==> config.mk <==
export PLATFORM = sky130hd
export DESIGN_NAME = qctl_core
export DESIGN_NICKNAME = d
export VERILOG_FILES = /design/src/qctl_pkg.sv /design/src/pulse_element.sv /design/src/pulse_route.sv /design/src/pulse_seq.sv /design/src/qctl_core.sv
export SDC_FILE = /design/constraint.sdc
export NUM_CORES = 1
export LEC_CHECK = 0
export ABC_AREA = 1
export BUFFER_PORTS_ARGS = -buffer_cell sky130_fd_sc_hd__buf_4
export CAP_MARGIN = 25
export CORE_MARGIN = 5
export CORE_UTILIZATION = 52
export CTS_BUF_LIST = sky130_fd_sc_hd__clkbuf_8 sky130_fd_sc_hd__clkbuf_16
export DETAILED_ROUTE_END_ITERATION = 10
export PLACE_DENSITY = 0.76
export REMOVE_ABC_BUFFERS = 1
export SETUP_SLACK_MARGIN = 0.2
export SYNTH_ARGS = -nofsm -noshare
export SYNTH_HDL_FRONTEND = slang
export SYNTH_SLANG_ARGS = --single-unit
==> constraint.sdc <==
create_clock -name clk -period 10.6 [get_ports clk]
set_input_delay 3.18 -clock clk [delete_from_list [all_inputs] [get_ports clk]]
set_output_delay 3.18 -clock clk [all_outputs]
set_load 0.005 [all_outputs]
==> src/qctl_pkg.sv <==
package qctl_pkg;

	// Command word and command memory.
	localparam int cmd_width = 128;
	localparam int cmd_addr_width = 16;
	localparam int cmd_mem_latency = 2;
	localparam int lat_cnt_width = $clog2(cmd_mem_latency + 1);

	// Pulse payload widths.
	// The packed envelope word holds the start address in the low half
	// and the length in the high half.
	localparam int env_word_width = 24;
	localparam int env_addr_width = 12;
	localparam int qdrv_env_width = 10;
	localparam int phase_width = 17;
	localparam int freq_width = 9;
	localparam int amp_width = 16;
	localparam int wait_width = 16;

	// Config field. Low bits select the channel, high bits carry the mode.
	localparam int cfg_width = 4;
	localparam int chan_width = 2;
	localparam int mode_width = cfg_width - chan_width;

	// Opcode field.
	localparam int op_width = 4;

	// Bit positions inside the command word.
	localparam int op_pos = 124;
	localparam int cfg_pos = 0;
	localparam int env_pos = 4;
	localparam int amp_pos = 28;
	localparam int freq_pos = 44;
	localparam int phase_pos = 53;
	localparam int wait_pos = 0;

	// Opcodes.
	localparam logic [op_width-1:0] op_nop = 4'd0;
	localparam logic [op_width-1:0] op_pulse = 4'd1;
	localparam logic [op_width-1:0] op_wait = 4'd2;
	localparam logic [op_width-1:0] op_done = 4'd3;

	// Channel codes. Code 3 has no element behind it.
	localparam logic [chan_width-1:0] chan_qdrv = 2'd0;
	localparam logic [chan_width-1:0] chan_rdrv = 2'd1;
	localparam logic [chan_width-1:0] chan_rdlo = 2'd2;

endpackage

==> src/pulse_element.sv <==
`timescale 1ns/1ps

module pulse_element #(
	parameter int env_bits = qctl_pkg::env_addr_width
) (
	input  logic                                clk,
	input  logic                                rst,
	input  logic                                cmdstb,
	input  logic [qctl_pkg::env_addr_width-1:0] env_start,
	input  logic [qctl_pkg::env_addr_width-1:0] env_len,
	input  logic [qctl_pkg::amp_width-1:0]      amp,
	input  logic [qctl_pkg::freq_width-1:0]     freq,
	input  logic [qctl_pkg::phase_width-1:0]    phase,
	input  logic [qctl_pkg::mode_width-1:0]     mode,
	output logic                                busy,
	output logic                                smp_valid,
	output logic [qctl_pkg::env_addr_width-1:0] smp_env_addr,
	output logic [qctl_pkg::amp_width-1:0]      smp_amp,
	output logic [qctl_pkg::freq_width-1:0]     smp_freq,
	output logic [qctl_pkg::phase_width-1:0]    smp_phase,
	output logic [qctl_pkg::mode_width-1:0]     smp_mode
);

	logic [env_bits-1:0]              remain;
	logic [env_bits-1:0]              addr_q;
	logic [qctl_pkg::amp_width-1:0]   amp_q;
	logic [qctl_pkg::freq_width-1:0]  freq_q;
	logic [qctl_pkg::phase_width-1:0] phase_q;
	logic [qctl_pkg::mode_width-1:0]  mode_q;

	// A new command always wins, so a busy element restarts.
	always_ff @(posedge clk) begin
		if (rst) begin
			remain <= '0;
		end else if (cmdstb) begin
			remain <= env_len[env_bits-1:0];
		end else if (remain != '0) begin
			remain <= remain - 1'b1;
		end
	end

	// The address counter is env_bits wide and wraps on its own.
	always_ff @(posedge clk) begin
		if (cmdstb) begin
			addr_q <= env_start[env_bits-1:0];
			amp_q <= amp;
			freq_q <= freq;
			phase_q <= phase;
			mode_q <= mode;
		end else if (remain != '0) begin
			addr_q <= addr_q + 1'b1;
		end
	end

	assign busy = (remain != '0);
	assign smp_valid = busy;

	always_comb begin
		smp_env_addr = '0;
		smp_env_addr[env_bits-1:0] = addr_q;
	end

	assign smp_amp = amp_q;
	assign smp_freq = freq_q;
	assign smp_phase = phase_q;
	assign smp_mode = mode_q;

endmodule

==> src/pulse_route.sv <==
`timescale 1ns/1ps

module pulse_route (
	input  logic                                clk,
	input  logic                                rst,
	input  logic                                pulse_stb,
	input  logic [qctl_pkg::cfg_width-1:0]      pulse_cfg,
	input  logic [qctl_pkg::env_word_width-1:0] pulse_env,
	input  logic [qctl_pkg::amp_width-1:0]      pulse_amp,
	input  logic [qctl_pkg::freq_width-1:0]     pulse_freq,
	input  logic [qctl_pkg::phase_width-1:0]    pulse_phase,
	input  logic                                prog_done,
	input  logic                                qdrv_busy,
	input  logic                                rdrv_busy,
	input  logic                                rdlo_busy,
	output logic                                qdrv_cmdstb,
	output logic [qctl_pkg::env_addr_width-1:0] qdrv_env_start,
	output logic [qctl_pkg::env_addr_width-1:0] qdrv_env_len,
	output logic [qctl_pkg::amp_width-1:0]      qdrv_amp,
	output logic [qctl_pkg::freq_width-1:0]     qdrv_freq,
	output logic [qctl_pkg::phase_width-1:0]    qdrv_phase,
	output logic [qctl_pkg::mode_width-1:0]     qdrv_mode,
	output logic                                rdrv_cmdstb,
	output logic [qctl_pkg::env_addr_width-1:0] rdrv_env_start,
	output logic [qctl_pkg::env_addr_width-1:0] rdrv_env_len,
	output logic [qctl_pkg::amp_width-1:0]      rdrv_amp,
	output logic [qctl_pkg::freq_width-1:0]     rdrv_freq,
	output logic [qctl_pkg::phase_width-1:0]    rdrv_phase,
	output logic [qctl_pkg::mode_width-1:0]     rdrv_mode,
	output logic                                rdlo_cmdstb,
	output logic [qctl_pkg::env_addr_width-1:0] rdlo_env_start,
	output logic [qctl_pkg::env_addr_width-1:0] rdlo_env_len,
	output logic [qctl_pkg::amp_width-1:0]      rdlo_amp,
	output logic [qctl_pkg::freq_width-1:0]     rdlo_freq,
	output logic [qctl_pkg::phase_width-1:0]    rdlo_phase,
	output logic [qctl_pkg::mode_width-1:0]     rdlo_mode,
	output logic                                stbend
);

	localparam int ext_width = qctl_pkg::env_addr_width - qctl_pkg::qdrv_env_width;

	logic [qctl_pkg::chan_width-1:0]     chan;
	logic [qctl_pkg::mode_width-1:0]     mode;
	logic [qctl_pkg::env_addr_width-1:0] env_start;
	logic [qctl_pkg::env_addr_width-1:0] env_len;
	logic [qctl_pkg::env_addr_width-1:0] qdrv_start;
	logic [qctl_pkg::env_addr_width-1:0] qdrv_len;
	logic                                qdrv_sel;
	logic                                rdrv_sel;
	logic                                rdlo_sel;
	logic                                idle;

	assign chan = pulse_cfg[qctl_pkg::chan_width-1:0];
	assign mode = pulse_cfg[qctl_pkg::cfg_width-1:qctl_pkg::chan_width];
	assign env_start = pulse_env[qctl_pkg::env_addr_width-1:0];
	assign env_len = pulse_env[qctl_pkg::env_word_width-1:qctl_pkg::env_addr_width];

	// The qubit drive memory is smaller, so only the low bits are kept.
	assign qdrv_start = {{ext_width{1'b0}}, env_start[qctl_pkg::qdrv_env_width-1:0]};
	assign qdrv_len = {{ext_width{1'b0}}, env_len[qctl_pkg::qdrv_env_width-1:0]};

	assign qdrv_sel = pulse_stb && (chan == qctl_pkg::chan_qdrv);
	assign rdrv_sel = pulse_stb && (chan == qctl_pkg::chan_rdrv);
	assign rdlo_sel = pulse_stb && (chan == qctl_pkg::chan_rdlo);

	always_ff @(posedge clk) begin
		if (rst) begin
			qdrv_cmdstb <= 1'b0;
			rdrv_cmdstb <= 1'b0;
			rdlo_cmdstb <= 1'b0;
			idle <= 1'b0;
		end else begin
			qdrv_cmdstb <= qdrv_sel;
			rdrv_cmdstb <= rdrv_sel;
			rdlo_cmdstb <= rdlo_sel;
			idle <= ~(qdrv_busy | rdrv_busy | rdlo_busy);
		end
	end

	always_ff @(posedge clk) begin
		if (qdrv_sel) begin
			qdrv_env_start <= qdrv_start;
			qdrv_env_len <= qdrv_len;
			qdrv_amp <= pulse_amp;
			qdrv_freq <= pulse_freq;
			qdrv_phase <= pulse_phase;
			qdrv_mode <= mode;
		end
		if (rdrv_sel) begin
			rdrv_env_start <= env_start;
			rdrv_env_len <= env_len;
			rdrv_amp <= pulse_amp;
			rdrv_freq <= pulse_freq;
			rdrv_phase <= pulse_phase;
			rdrv_mode <= mode;
		end
		if (rdlo_sel) begin
			rdlo_env_start <= env_start;
			rdlo_env_len <= env_len;
			rdlo_amp <= pulse_amp;
			rdlo_freq <= pulse_freq;
			rdlo_phase <= pulse_phase;
			rdlo_mode <= mode;
		end
	end

	// The end strobe waits for the program and for every element to drain.
	assign stbend = prog_done & idle;

endmodule

==> src/pulse_seq.sv <==
`timescale 1ns/1ps

module pulse_seq (
	input  logic                                clk,
	input  logic                                rst,
	input  logic [qctl_pkg::cmd_width-1:0]      command,
	output logic [qctl_pkg::cmd_addr_width-1:0] cmd_read_addr,
	output logic                                pulse_stb,
	output logic [qctl_pkg::cfg_width-1:0]      pulse_cfg,
	output logic [qctl_pkg::env_word_width-1:0] pulse_env,
	output logic [qctl_pkg::amp_width-1:0]      pulse_amp,
	output logic [qctl_pkg::freq_width-1:0]     pulse_freq,
	output logic [qctl_pkg::phase_width-1:0]    pulse_phase,
	output logic                                prog_done
);

	typedef enum logic [1:0] {
		st_fetch,
		st_wait,
		st_done
	} state_t;

	state_t                                state;
	logic [qctl_pkg::cmd_addr_width-1:0]   ip;
	logic [qctl_pkg::lat_cnt_width-1:0]    lat_cnt;
	logic [qctl_pkg::wait_width-1:0]       wait_cnt;
	logic [qctl_pkg::wait_width-1:0]       wait_len;
	logic [qctl_pkg::op_width-1:0]         opcode;
	logic                                  issue;
	logic                                  advance;

	assign opcode = command[qctl_pkg::op_pos +: qctl_pkg::op_width];
	assign wait_len = command[qctl_pkg::wait_pos +: qctl_pkg::wait_width];

	// The word on the command bus belongs to ip once the memory latency
	// has been counted out.
	assign issue = (state == st_fetch) &&
		(lat_cnt == qctl_pkg::lat_cnt_width'(qctl_pkg::cmd_mem_latency));

	always_comb begin
		advance = 1'b0;
		if (issue) begin
			case (opcode)
				qctl_pkg::op_wait: advance = (wait_len == '0);
				qctl_pkg::op_done: advance = 1'b0;
				default: advance = 1'b1;
			endcase
		end else if (state == st_wait) begin
			advance = (wait_cnt == qctl_pkg::wait_width'(1));
		end
	end

	always_ff @(posedge clk) begin
		if (rst) begin
			state <= st_fetch;
			ip <= '0;
			lat_cnt <= '0;
			wait_cnt <= '0;
			prog_done <= 1'b0;
		end else begin
			case (state)
				st_fetch: begin
					if (!issue) begin
						lat_cnt <= lat_cnt + 1'b1;
					end else if (opcode == qctl_pkg::op_done) begin
						prog_done <= 1'b1;
						state <= st_done;
					end else if (opcode == qctl_pkg::op_wait && wait_len != '0) begin
						wait_cnt <= wait_len;
						state <= st_wait;
					end
				end
				st_wait: begin
					wait_cnt <= wait_cnt - 1'b1;
					if (advance) begin
						state <= st_fetch;
					end
				end
				default: begin
					// Program finished, the pointer stays on the DONE word.
					state <= st_done;
				end
			endcase
			if (advance) begin
				ip <= ip + 1'b1;
				lat_cnt <= '0;
			end
		end
	end

	assign cmd_read_addr = ip;

	// The strobe is qualified here; the fields simply follow the bus.
	assign pulse_stb = issue && (opcode == qctl_pkg::op_pulse);
	assign pulse_cfg = command[qctl_pkg::cfg_pos +: qctl_pkg::cfg_width];
	assign pulse_env = command[qctl_pkg::env_pos +: qctl_pkg::env_word_width];
	assign pulse_amp = command[qctl_pkg::amp_pos +: qctl_pkg::amp_width];
	assign pulse_freq = command[qctl_pkg::freq_pos +: qctl_pkg::freq_width];
	assign pulse_phase = command[qctl_pkg::phase_pos +: qctl_pkg::phase_width];

endmodule

==> src/qctl_core.sv <==
`timescale 1ns/1ps

module qctl_core (
	input  logic                                clk,
	input  logic                                rst,
	input  logic [qctl_pkg::cmd_width-1:0]      command,
	output logic [qctl_pkg::cmd_addr_width-1:0] cmd_read_addr,
	output logic                                stbend,
	output logic                                prog_done,
	output logic                                qdrv_valid,
	output logic [qctl_pkg::env_addr_width-1:0] qdrv_env_addr,
	output logic [qctl_pkg::amp_width-1:0]      qdrv_amp,
	output logic [qctl_pkg::freq_width-1:0]     qdrv_freq,
	output logic [qctl_pkg::phase_width-1:0]    qdrv_phase,
	output logic [qctl_pkg::mode_width-1:0]     qdrv_mode,
	output logic                                qdrv_busy,
	output logic                                rdrv_valid,
	output logic [qctl_pkg::env_addr_width-1:0] rdrv_env_addr,
	output logic [qctl_pkg::amp_width-1:0]      rdrv_amp,
	output logic [qctl_pkg::freq_width-1:0]     rdrv_freq,
	output logic [qctl_pkg::phase_width-1:0]    rdrv_phase,
	output logic [qctl_pkg::mode_width-1:0]     rdrv_mode,
	output logic                                rdrv_busy,
	output logic                                rdlo_valid,
	output logic [qctl_pkg::env_addr_width-1:0] rdlo_env_addr,
	output logic [qctl_pkg::amp_width-1:0]      rdlo_amp,
	output logic [qctl_pkg::freq_width-1:0]     rdlo_freq,
	output logic [qctl_pkg::phase_width-1:0]    rdlo_phase,
	output logic [qctl_pkg::mode_width-1:0]     rdlo_mode,
	output logic                                rdlo_busy
);

	logic                                pulse_stb;
	logic [qctl_pkg::cfg_width-1:0]      pulse_cfg;
	logic [qctl_pkg::env_word_width-1:0] pulse_env;
	logic [qctl_pkg::amp_width-1:0]      pulse_amp;
	logic [qctl_pkg::freq_width-1:0]     pulse_freq;
	logic [qctl_pkg::phase_width-1:0]    pulse_phase;

	// Per-channel command from the router to its element.
	logic                                qdrv_cmdstb, rdrv_cmdstb, rdlo_cmdstb;
	logic [qctl_pkg::env_addr_width-1:0] qdrv_env_start, rdrv_env_start, rdlo_env_start;
	logic [qctl_pkg::env_addr_width-1:0] qdrv_env_len, rdrv_env_len, rdlo_env_len;
	logic [qctl_pkg::amp_width-1:0]      qdrv_cmd_amp, rdrv_cmd_amp, rdlo_cmd_amp;
	logic [qctl_pkg::freq_width-1:0]     qdrv_cmd_freq, rdrv_cmd_freq, rdlo_cmd_freq;
	logic [qctl_pkg::phase_width-1:0]    qdrv_cmd_phase, rdrv_cmd_phase, rdlo_cmd_phase;
	logic [qctl_pkg::mode_width-1:0]     qdrv_cmd_mode, rdrv_cmd_mode, rdlo_cmd_mode;

	pulse_seq seq_i (
		.clk(clk), .rst(rst), .command(command),
		.cmd_read_addr(cmd_read_addr),
		.pulse_stb(pulse_stb), .pulse_cfg(pulse_cfg), .pulse_env(pulse_env),
		.pulse_amp(pulse_amp), .pulse_freq(pulse_freq), .pulse_phase(pulse_phase),
		.prog_done(prog_done)
	);

	pulse_route route_i (
		.clk(clk), .rst(rst),
		.pulse_stb(pulse_stb), .pulse_cfg(pulse_cfg), .pulse_env(pulse_env),
		.pulse_amp(pulse_amp), .pulse_freq(pulse_freq), .pulse_phase(pulse_phase),
		.prog_done(prog_done),
		.qdrv_busy(qdrv_busy), .rdrv_busy(rdrv_busy), .rdlo_busy(rdlo_busy),
		.qdrv_cmdstb(qdrv_cmdstb), .qdrv_env_start(qdrv_env_start),
		.qdrv_env_len(qdrv_env_len), .qdrv_amp(qdrv_cmd_amp), .qdrv_freq(qdrv_cmd_freq),
		.qdrv_phase(qdrv_cmd_phase), .qdrv_mode(qdrv_cmd_mode),
		.rdrv_cmdstb(rdrv_cmdstb), .rdrv_env_start(rdrv_env_start),
		.rdrv_env_len(rdrv_env_len), .rdrv_amp(rdrv_cmd_amp), .rdrv_freq(rdrv_cmd_freq),
		.rdrv_phase(rdrv_cmd_phase), .rdrv_mode(rdrv_cmd_mode),
		.rdlo_cmdstb(rdlo_cmdstb), .rdlo_env_start(rdlo_env_start),
		.rdlo_env_len(rdlo_env_len), .rdlo_amp(rdlo_cmd_amp), .rdlo_freq(rdlo_cmd_freq),
		.rdlo_phase(rdlo_cmd_phase), .rdlo_mode(rdlo_cmd_mode),
		.stbend(stbend)
	);

	pulse_element #(.env_bits(qctl_pkg::qdrv_env_width)) qdrv_i (
		.clk(clk), .rst(rst), .cmdstb(qdrv_cmdstb),
		.env_start(qdrv_env_start), .env_len(qdrv_env_len),
		.amp(qdrv_cmd_amp), .freq(qdrv_cmd_freq), .phase(qdrv_cmd_phase), .mode(qdrv_cmd_mode),
		.busy(qdrv_busy), .smp_valid(qdrv_valid), .smp_env_addr(qdrv_env_addr),
		.smp_amp(qdrv_amp), .smp_freq(qdrv_freq), .smp_phase(qdrv_phase), .smp_mode(qdrv_mode)
	);

	pulse_element #(.env_bits(qctl_pkg::env_addr_width)) rdrv_i (
		.clk(clk), .rst(rst), .cmdstb(rdrv_cmdstb),
		.env_start(rdrv_env_start), .env_len(rdrv_env_len),
		.amp(rdrv_cmd_amp), .freq(rdrv_cmd_freq), .phase(rdrv_cmd_phase), .mode(rdrv_cmd_mode),
		.busy(rdrv_busy), .smp_valid(rdrv_valid), .smp_env_addr(rdrv_env_addr),
		.smp_amp(rdrv_amp), .smp_freq(rdrv_freq), .smp_phase(rdrv_phase), .smp_mode(rdrv_mode)
	);

	pulse_element #(.env_bits(qctl_pkg::env_addr_width)) rdlo_i (
		.clk(clk), .rst(rst), .cmdstb(rdlo_cmdstb),
		.env_start(rdlo_env_start), .env_len(rdlo_env_len),
		.amp(rdlo_cmd_amp), .freq(rdlo_cmd_freq), .phase(rdlo_cmd_phase), .mode(rdlo_cmd_mode),
		.busy(rdlo_busy), .smp_valid(rdlo_valid), .smp_env_addr(rdlo_env_addr),
		.smp_amp(rdlo_amp), .smp_freq(rdlo_freq), .smp_phase(rdlo_phase), .smp_mode(rdlo_mode)
	);

endmodule

Yosys cells after proc, flatten, opt, wreduce, memory -nomap -nowiden

Index checks and enable logic that the tools add are counted.
Widths: inputs -> output; s select.

Input bits: 130
Flip-flop bits (word level): 441
Logic and storage cells: 118
Output and inout port bits: 192

Eq/ne operators: 13
Bitwise gates (word level): 5
Add/sub/neg operators: 9
Reductions and logical operators: 22
Mux-type cells: 24

Operators with widths:

| cell                  | count |
|---|---|
| $mux 12               | 8 |
| $mux 16               | 3 |
| $mux 10               | 4 |
| $pmux 16 s2           | 1 |
| $add 12x1->12 const B | 2 |
| $reduce_bool 12->1    | 2 |
| $sub 12x1->12 const B | 2 |
| $add 16x1->16 const B | 1 |
| $eq 16x1->1 const B   | 1 |
| $logic_not 16->1      | 1 |
| $reduce_bool 16->1    | 1 |
| $sub 16x1->16 const B | 1 |
| $add 10x1->10 const B | 1 |
| $reduce_bool 10->1    | 1 |
| $sub 10x1->10 const B | 1 |
| $eq 4x2->1 const B    | 2 |
| $mux 2                | 4 |
| $reduce_bool 2->1     | 4 |
| $logic_and 1x1->1     | 6 |
| $reduce_and 3->1      | 2 |
| $eq 2x1->1 const B    | 2 |
| $eq 2x2->1 const B    | 2 |
| $eq 4x1->1 const B    | 1 |
| $logic_not 2->1       | 2 |
| 13 further kinds      | 18 |

Logic depth before layout (Yosys ltp)

Gate-level depths: netlist (run 1).

Word-level depth: 6
Depth in mapped cells: 11
Depth with buffers taken out: 10

By module

From an unflattened synthesis (run 1), not the netlist that was laid out.

Cells, all modules: 1,429
Area, all modules: 17,471.8 um^2

Modules (own cells, without submodules):

| module                      | area an instance (um^2) | instances | sequential area each (um^2) | cells an instance |
|---|---|---|---|---|
| pulse_route                 | 6,182.2                 | 1         | 6,085.8                     | 225 |
| pulse_element at rdlo_i ... | 2,844.0                 | 2         | 1,921.8                     | 255 |
| pulse_seq                   | 3,007.9                 | 1         | 740.7                       | 468 |
| pulse_element at qdrv_i     | 2,593.7                 | 1         | 1,821.7                     | 226 |

Least setup slack after synthesis (run 1)

Ideal clock, no wire load.

Kind: input port to flip-flop
Start: input command[127] (netlist bit)
End: register route_i.rdrv_amp[0] (netlist bit) (enable)
Buffers on the path: 0
Required time: 10,022 ps
Stages on the path: 3
Slack: 1,864 ps
Setup time: 578 ps
Arrival time: 8,157 ps
Cells stage by stage: nor2_1 > nand4_1 > nor3_1

Cells in the longest elaborated chain, start to end: 3

Ends and longest elaborated chain:

| what                 | line              | RTL |
|---|---|---|
| from (decl)          | qctl_core.sv:6    | `input logic [qctl_pkg::cmd_width-1:0] command,` |
| $eq 4x1->1           | pulse_seq.sv:94   | `assign pulse_stb = issue && (opcode == qctl_pkg::op_pulse);` |
| $logic_and 1x1->1    | pulse_seq.sv:94   |  |
| $logic_and 1x1->1    | pulse_route.sv:63 | `assign rdrv_sel = pulse_stb && (chan == qctl_pkg::chan_rdrv);` |
| via route_i.rdrv_sel | pulse_route.sv:49 | `logic rdrv_sel;` |
| to (signal assigned) | pulse_route.sv:92 | `rdrv_amp <= pulse_amp;` |
| to (decl)            | pulse_route.sv:26 | `output logic [qctl_pkg::amp_width-1:0] rdrv_amp,` |

The timed path passes the listed nets, and every way through them passes these cells.
A chain may end at the register's enable or synchronous reset.

Worst setup path after layout (run 1)

Start: register qdrv_i.remain[0]
End: output qdrv_busy

Cells in the longest elaborated chain, start to end: 1

Ends and longest elaborated chain:

| what                   | line                | RTL |
|---|---|---|
| from (decl)            | pulse_element.sv:24 | `logic [env_bits-1:0] remain;` |
| from (signal assigned) | pulse_element.sv:36 | `remain <= env_len[env_bits-1:0];` |
| from (signal assigned) | pulse_element.sv:38 | `remain <= remain - 1'b1;` |
| $reduce_bool 10->1     | pulse_element.sv:55 | `assign busy = (remain != '0);` |
| to (decl)              | qctl_core.sv:16     | `output logic qdrv_busy,` |

No other way between the ends.

==> results of run 1 <==
[logic make-up after synthesis]
family / Yosys count / share of synthesized area
AO/OA/AOI/OAI: 136 / 0.0472
XOR/XNOR: 35 / 0.0185
adder cells (fa/ha/maj): 12 / 0.00905
buffers and inverters: 117 / 0.0303
flip-flops: 441 / 0.753
other: 1 / 0.000226
AND/OR/NAND/NOR: 530 / 0.142
[flip-flops by register name (all words and copies together), names as in the netlist, 16 cells and up]
register and cells:
route_i.qdrv_amp 16, route_i.rdlo_phase 17, route_i.rdrv_amp 16, seq_i.cmd_read_addr 16
route_i.qdrv_phase 17, rdrv_i.smp_phase 17, seq_i.wait_cnt 16, rdlo_i.smp_phase 17
route_i.rdlo_amp 16, route_i.rdrv_phase 17, rdlo_i.smp_amp 16, rdrv_i.smp_amp 16
qdrv_i.smp_amp 16, qdrv_i.smp_phase 17
[cell type report]
type,instances,share of cell area
Timing Repair Buffer,271,0.101
Sequential cell,441,0.612
Clock inverter,32,0.0121
Tap cell,402,0.0246
Clock buffer,49,0.0578
Multi-Input combinational cell,715,0.177
Inverter,85,0.0156
[worst min-delay path by stage]
stage	from	end	slack (ns)	depth (start not counted)
3_3_place_gp	route_i.rdlo_phase[2]$_DFFE_PP_	rdlo_i.smp_phase[2]$_DFFE_PP_	0.40	0
3_5_place_dp	route_i.qdrv_amp[7]$_DFFE_PP_	qdrv_i.smp_amp[7]$_DFFE_PP_	0.40	0
2_1_floorplan	route_i.qdrv_amp[0]$_DFFE_PP_	qdrv_i.smp_amp[0]$_DFFE_PP_	0.40	0
6_report	route_i.rdrv_amp[0]$_DFFE_PP_	rdrv_i.smp_amp[0]$_DFFE_PP_	0.41	0
5_1_grt	route_i.rdlo_amp[11]$_DFFE_PP_	rdlo_i.smp_amp[11]$_DFFE_PP_	0.42	0
4_1_cts	route_i.rdrv_amp[7]$_DFFE_PP_	rdrv_i.smp_amp[7]$_DFFE_PP_	0.41	0
[per-layer routing]
| metal | track usage | part of all wire | routed length [um] |
|---|---|---|---|
| met2 | 0.355 | 0.48 | 18300 |
| met3 | 0.0439 | 0.085 | 3220 |
| met5 | 0 | 0 | 0 |
| met1 | 0.289 | 0.42 | 15900 |
| met4 | 0.0485 | 0.016 | 611 |
[stage by stage]
step / total power, mW / util / area [um^2]
6_report: 4.56 / 0.648 / 20400
5_1_grt: 4.81 / 0.648 / 20400
4_1_cts: 4.60 / 0.646 / 20400
3_5_place_dp: 3.08 / 0.601 / 19000
3_3_place_gp: 3.05 / 0.601 / 19000
2_1_floorplan: 2.73 / - / 16400
[power by group]
part | internal [mW] | total, mW | switching [mW] | leakage (nW)
logic | 0.366 | 0.872 | 0.506 | 3.10
clock network | 0.878 | 1.51 | 0.637 | 0.762
registers | 2.04 | 2.18 | 0.132 | 3.95
total | 3.29 | 4.56 | 1.27 | 7.81
[worst reg2reg max path, delay by kind of cell (launching register included)]
family	cells	cell delay, ns
flops	1	1.01
buf+inv	1	0.83
simple gates	1	0.68
[cells in the final DEF, fill, tap and decap left out, types with 4 or more instances in the layout]
cell type  netlist  final
clkbuf_8         0      4
a22oi_1          4      4
ha_1            12     12
nor3_2           2      5
xnor2_1         11     11
edfxtp_1       366    366
or2_2            9      9
a31oi_1          8      8
nor2_1         140    140
nand2_1        219    219
a21oi_1         37     37
nor3_1          26     23
clkinv_2         0     10
nand2_2         11     11
a21oi_2         13     13
clkbuf_16        0     45
inv_1           81     95
nor2_4           4      4
nor4_1           4      4
o21ai_0         61     61
nor2_2           6      6
dfxtp_1         75     72
o211ai_1         5      5
nand4_1         19     19
buf_4            7    269
nand3_1         80     80
xor2_1          24     24
==> results.json, run 1 <==
{
  "post_cts_buffers": 0,
  "slowest_delay_ns": 0.33,
  "nFillCells": 2299,
  "synth_top_cell_area_share": 0.662,
  "worst_pin_slew_ns": 1.03,
  "fin_crit_ns": 5.35,
  "post-route-period-util": 0.505,
  "clkLatencyLatePin_ns": 0.54,
  "rsz0062_at_grt": "false",
  "grt_pass1_vias": 10400,
  "path_class": "flip-flop to output pin",
  "clock_path_buffers": 3,
  "clockRootBuffer": "clkbuf_16",
  "hpwlAfterDp_um": 24300,
  "dieArea_um2": 35600,
  "synthTopCellsByArea": "edfxtp_1 (66%), dfxtp_1 (9.0%), nand2_1 (5.0%), nor2_1 (3.2%), nand3_1 (2.4%)",
  "startpoint": "qdrv_i.remain[0]$_SDFFE_PP0P_",
  "cp_num_buf_inv": 2,
  "core.rowCount": 65,
  "dr.pass1.iters": 6,
  "die_height_um": 189,
  "cts.sinks": 441,
  "die_width_um": 189,
  "start_kind": "flip-flop",
  "hp-class": "flip-flop to flip-flop",
  "syn_area_um2": 16600,
  "fin_nets": 1700,
  "r2r_end": "rdlo_i.smp_env_addr[5]$_DFFE_PP_",
  "antenna_found_initial": 0,
  "synth_commonest_cells": "edfxtp_1 (366), nand2_1 (219), nor2_1 (140)",
  "cp-endpoint": "qdrv_busy",
  "setup_violations": 0,
  "grt_max_degree": 78,
  "leakage_nw": 7.81,
  "grt.total_usage": 0.212,
  "endpoint_kind": "output pin",
  "place_inst": 1912,
  "worst_path_dominant_cell_family": "simple AND/OR/NAND/NOR gates",
  "coreArea_um2": 31600,
  "worst_slack_ns": 5.25,
  "multi_input_area_um2": 3610,
  "cts_hold_buf": 0,
  "grt_pass1_wl_um": 59300,
  "cap_violations": 0,
  "hold_viol_final": 0,
  "synth-edff-count": 366,
  "hold_slack_ns": 0.414,
  "finalMaxSlewViolations": 0,
  "outcome": "completed",
  "max_freq_mhz": 187,
  "start_util": 0.526,
  "yosysUniqueCellTypes": 42,
  "cts_resized": 0,
  "cts_tree": "yes",
  "rr_worst_depth": 2,
  "seq_area_um2": 12500,
  "drive_gt1_frac": 0.251,
  "fin_skew_ns": 0.0107,
  "yosysTopAreaCell": "edfxtp_1",
  "ys_seq_elements": 441,
  "vias": 10500,
  "vdd_ir_drop_max_uv": 128,
  "final_antenna_net_count": 0,
  "r2r-start": "route_i.rdlo_cmdstb$_SDFF_PP0_",
  "cp_max_fo": 5,
  "yosys_warnings": 0,
  "wl_um": 38000,
  "viasPerCell": 5.28,
  "synth-main-ff-cell": "edfxtp_1",
  "cts_buffers": 44,
  "drc": 0,
  "gp_congestion": 0.890,
  "wire_per_inst_um": 19.0,
  "async_flop_share": 0,
  "postSynthCellCount": 1272,
  "reg2reg_slack_ns": 7.70,
  "clkTransAtPathRegs_ns": 0.07,
  "worstPathArrival_ns": 2.17,
  "cp.required_ns": 7.42,
  "fin_setup_tns_ns": 0,
  "h-tree-depth": 2,
  "design.portCount": 322,
  "power_density_nw_per_um2": 223,
  "slew_headroom": 0.314,
  "yosysSeqAreaShare": 0.753,
  "io_buffers": 265,
  "syn_to_final_growth_pct": 23.2,
  "drtIter0Drc": 906,
  "post-place-ws_ns": 5.37,
  "final_cells": 1995,
  "crit_cells": 6,
  "avgSynthCellArea_um2": 13.0,
  "diodes": 0,
  "overflow": 0,
  "cp_slowest_cell": "dfxtp_1",
  "yosysMostFrequentCell": "edfxtp_1",
  "path_cells": "inv_1, ha_1, nand4_1, nor2_1, nand2_1, buf_4"
}
Note: power is estimated with default switching activity, not from simulation.
==> run 2, diff against run 1 <==
--- a/config.mk
+++ b/config.mk
@@ -9,7 +9,7 @@
 export BUFFER_PORTS_ARGS = -buffer_cell sky130_fd_sc_hd__buf_4
 export CAP_MARGIN = 25
 export CORE_MARGIN = 5
-export CORE_UTILIZATION = 52
+export CORE_UTILIZATION = 50
 export CTS_BUF_LIST = sky130_fd_sc_hd__clkbuf_8 sky130_fd_sc_hd__clkbuf_16
 export DETAILED_ROUTE_END_ITERATION = 10
 export PLACE_DENSITY = 0.76
==> constraint.sdc (replaced) <==
create_clock -name clk -period 4.5 [get_ports clk]
set_input_delay 1.35 -clock clk [delete_from_list [all_inputs] [get_ports clk]]
set_output_delay 1.35 -clock clk [all_outputs]
set_load 0.005 [all_outputs]
==> results.json, run 2 (synthesized netlist as in run 1, its figures left out) <==
{
  "outcome": "completed",
  "post-route-period-util": 0.780,
  "wire_per_inst_um": 19.4,
  "multi_input_area_um2": 3610,
  "grt_pass1_wl_um": 59400,
  "rr_worst_depth": 5,
  "r2r-start": "seq_i.lat_cnt[0]$_SDFFE_PP0P_",
  "finalMaxSlewViolations": 0,
  "worstPathArrival_ns": 2.16,
  "hold_viol_final": 0,
  "placed_area_um2": 19100,
  "wl_met2_um": 19200,
  "vdd_ir_drop_max_uv": 353,
  "cp.required_ns": 3.15,
  "clkLatencyLatePin_ns": 0.55,
  "top_layer": "met4",
  "design.portCount": 322,
  "drc": 0,
  "post-place-ws_ns": 1.31,
  "final_cell_mix": "edfxtp_1 (366), buf_4 (274), nand2_1 (219)",
  "r2r_end": "route_i.rdrv_amp[5]$_DFFE_PP_",
  "dieArea_um2": 36900,
  "leakage_nw": 7.79,
  "worst_slack_ns": 0.992,
  "fin_nets": 1705,
  "h-tree-depth": 2,
  "cap_violations": 0,
  "vias": 10600,
  "core.rowCount": 66,
  "met1Wirelength_um": 15700,
  "slowest_delay_ns": 0.32,
  "power_density_nw_per_um2": 520,
  "cp_slowest_cell": "dfxtp_1",
  "cp_max_fo": 5,
  "clock_path_buffers": 3,
  "cts_tree": "yes",
  "min_to": "qdrv_i.smp_phase[3]$_DFFE_PP_",
  "start_util": 0.509,
  "final_area_um2": 20500,
  "hp-class": "flip-flop to flip-flop",
  "final_antenna_net_count": 0,
  "start_kind": "flip-flop",
  "worst_path_dominant_cell_family": "simple AND/OR/NAND/NOR gates",
  "syn_to_final_growth_pct": 23.3,
  "cp_num_buf_inv": 2,
  "setup_violations": 0,
  "rsz0062_at_grt": "false",
  "path_cells": "inv_1, ha_1, nand4_1, nor2_1, nand2_1, buf_4",
  "dr.pass1.iters": 5,
  "coreArea_um2": 32600,
  "whs_path_depth": 0,
  "nFillCells": 2434,
  "cts_resized": 0,
  "seq_area_um2": 12500,
  "cts.sinks": 441,
  "cts_hold_buf": 0,
  "wl_um": 39500,
  "hpwlAfterDp_um": 26100,
  "fin_crit_ns": 3.51,
  "fin_skew_ns": 0.0156,
  "dr_wl_met3_um": 4020,
  "grt.total_usage": 0.209,
  "overflow": 0,
  "cts_buffers": 44,
  "diodes": 0,
  "drtIter0Drc": 750,
  "antenna_found_initial": 1,
  "viasPerCell": 5.21,
  "layout_commonest_cell": "edfxtp_1",
  "gp_congestion": 0.871,
  "path_class": "flip-flop to output pin",
  "drive_gt1_frac": 0.251,
  "worst_pin_slew_ns": 1.02,
  "grt_max_degree": 71,
  "max_freq_mhz": 285,
  "die_width_um": 192,
  "endpoint_kind": "output pin",
  "hold_slack_ns": 0.414,
  "grt_pass1_vias": 10500,
  "reg2reg_slack_ns": 2.29,
  "clockRootBuffer": "clkbuf_16",
  "io_buffers": 265,
  "clkTransAtPathRegs_ns": 0.06,
  "die_height_um": 192,
  "slew_headroom": 0.323,
  "min_from": "route_i.qdrv_phase[3]$_DFFE_PP_",
  "post_cts_buffers": 0
}
==> run 2: changes by cell type in the layout (fill, tap and decap cells not counted), moves of 2 or more <==
cell       previous run  this run
buf_4               269       274
clkinv_1              3         9
buf_12                0         2
bufinv_16             3         1
buf_16                2         0
clkbuf_8              4         0
==> run 2: worst register-to-register path: stages, from the launching register on <==
cell     delay, ns
dfxtp_1       0.31
inv_1         0.07
ha_1          0.22
nand4_1       0.34
nor3_2        0.26
buf_4         0.60
==> run 2: layer usage <==
layer  up-vias  global-route usage
met5         -                   0
met4         0              0.0444
met3        45              0.0609
met2       454               0.352
met1      5091               0.274
li1       5053                   -
==> run 2: final cells by class <==
cell class                      count  area share
Tap cell                          442      0.0270
Clock inverter                     36      0.0106
Multi-Input combinational cell    715       0.177
Timing Repair Buffer              276       0.103
Sequential cell                   441       0.611
Clock buffer                       46      0.0563
Inverter                           85      0.0156
==> run 2: where the power goes <==
group | total, mW | internal (mW) | switching (mW) | leakage [nW]
Clock | 3.44 | 1.92 | 1.52 | 0.722
Sequential | 5.14 | 4.82 | 0.327 | 3.95
Combinational | 2.06 | 0.867 | 1.19 | 3.12
==> run 2: worst max-delay path by stage <==
stage / start / end / slack, ns / cells after the start
floorplan: command[127] / route_i.rdrv_amp[0]$_DFFE_PP_ / -2.41 / 3
global placement: command[127] / route_i.rdrv_amp[0]$_DFFE_PP_ / 1.33 / 5
detailed placement: command[127] / route_i.rdrv_freq[4]$_DFFE_PP_ / 1.31 / 5
CTS: qdrv_i.remain[0]$_SDFFE_PP0P_ / qdrv_busy / 0.97 / 6
global route: qdrv_i.remain[0]$_SDFFE_PP0P_ / qdrv_valid / 0.90 / 6
finish: qdrv_i.remain[0]$_SDFFE_PP0P_ / qdrv_busy / 0.99 / 6
==> run 2: metrics by stage <==
step	std cells	power [mW]	setup TNS, ns	util
6_report	2041	10.6	0	0.627
5_1_grt	2041	11.2	0	0.627
4_1_cts	2041	10.7	0	0.627
3_5_place_dp	1959	7.28	0	0.585
3_3_place_gp	1959	7.19	0	0.585
2_1_floorplan	1241	6.44	-463.00	-
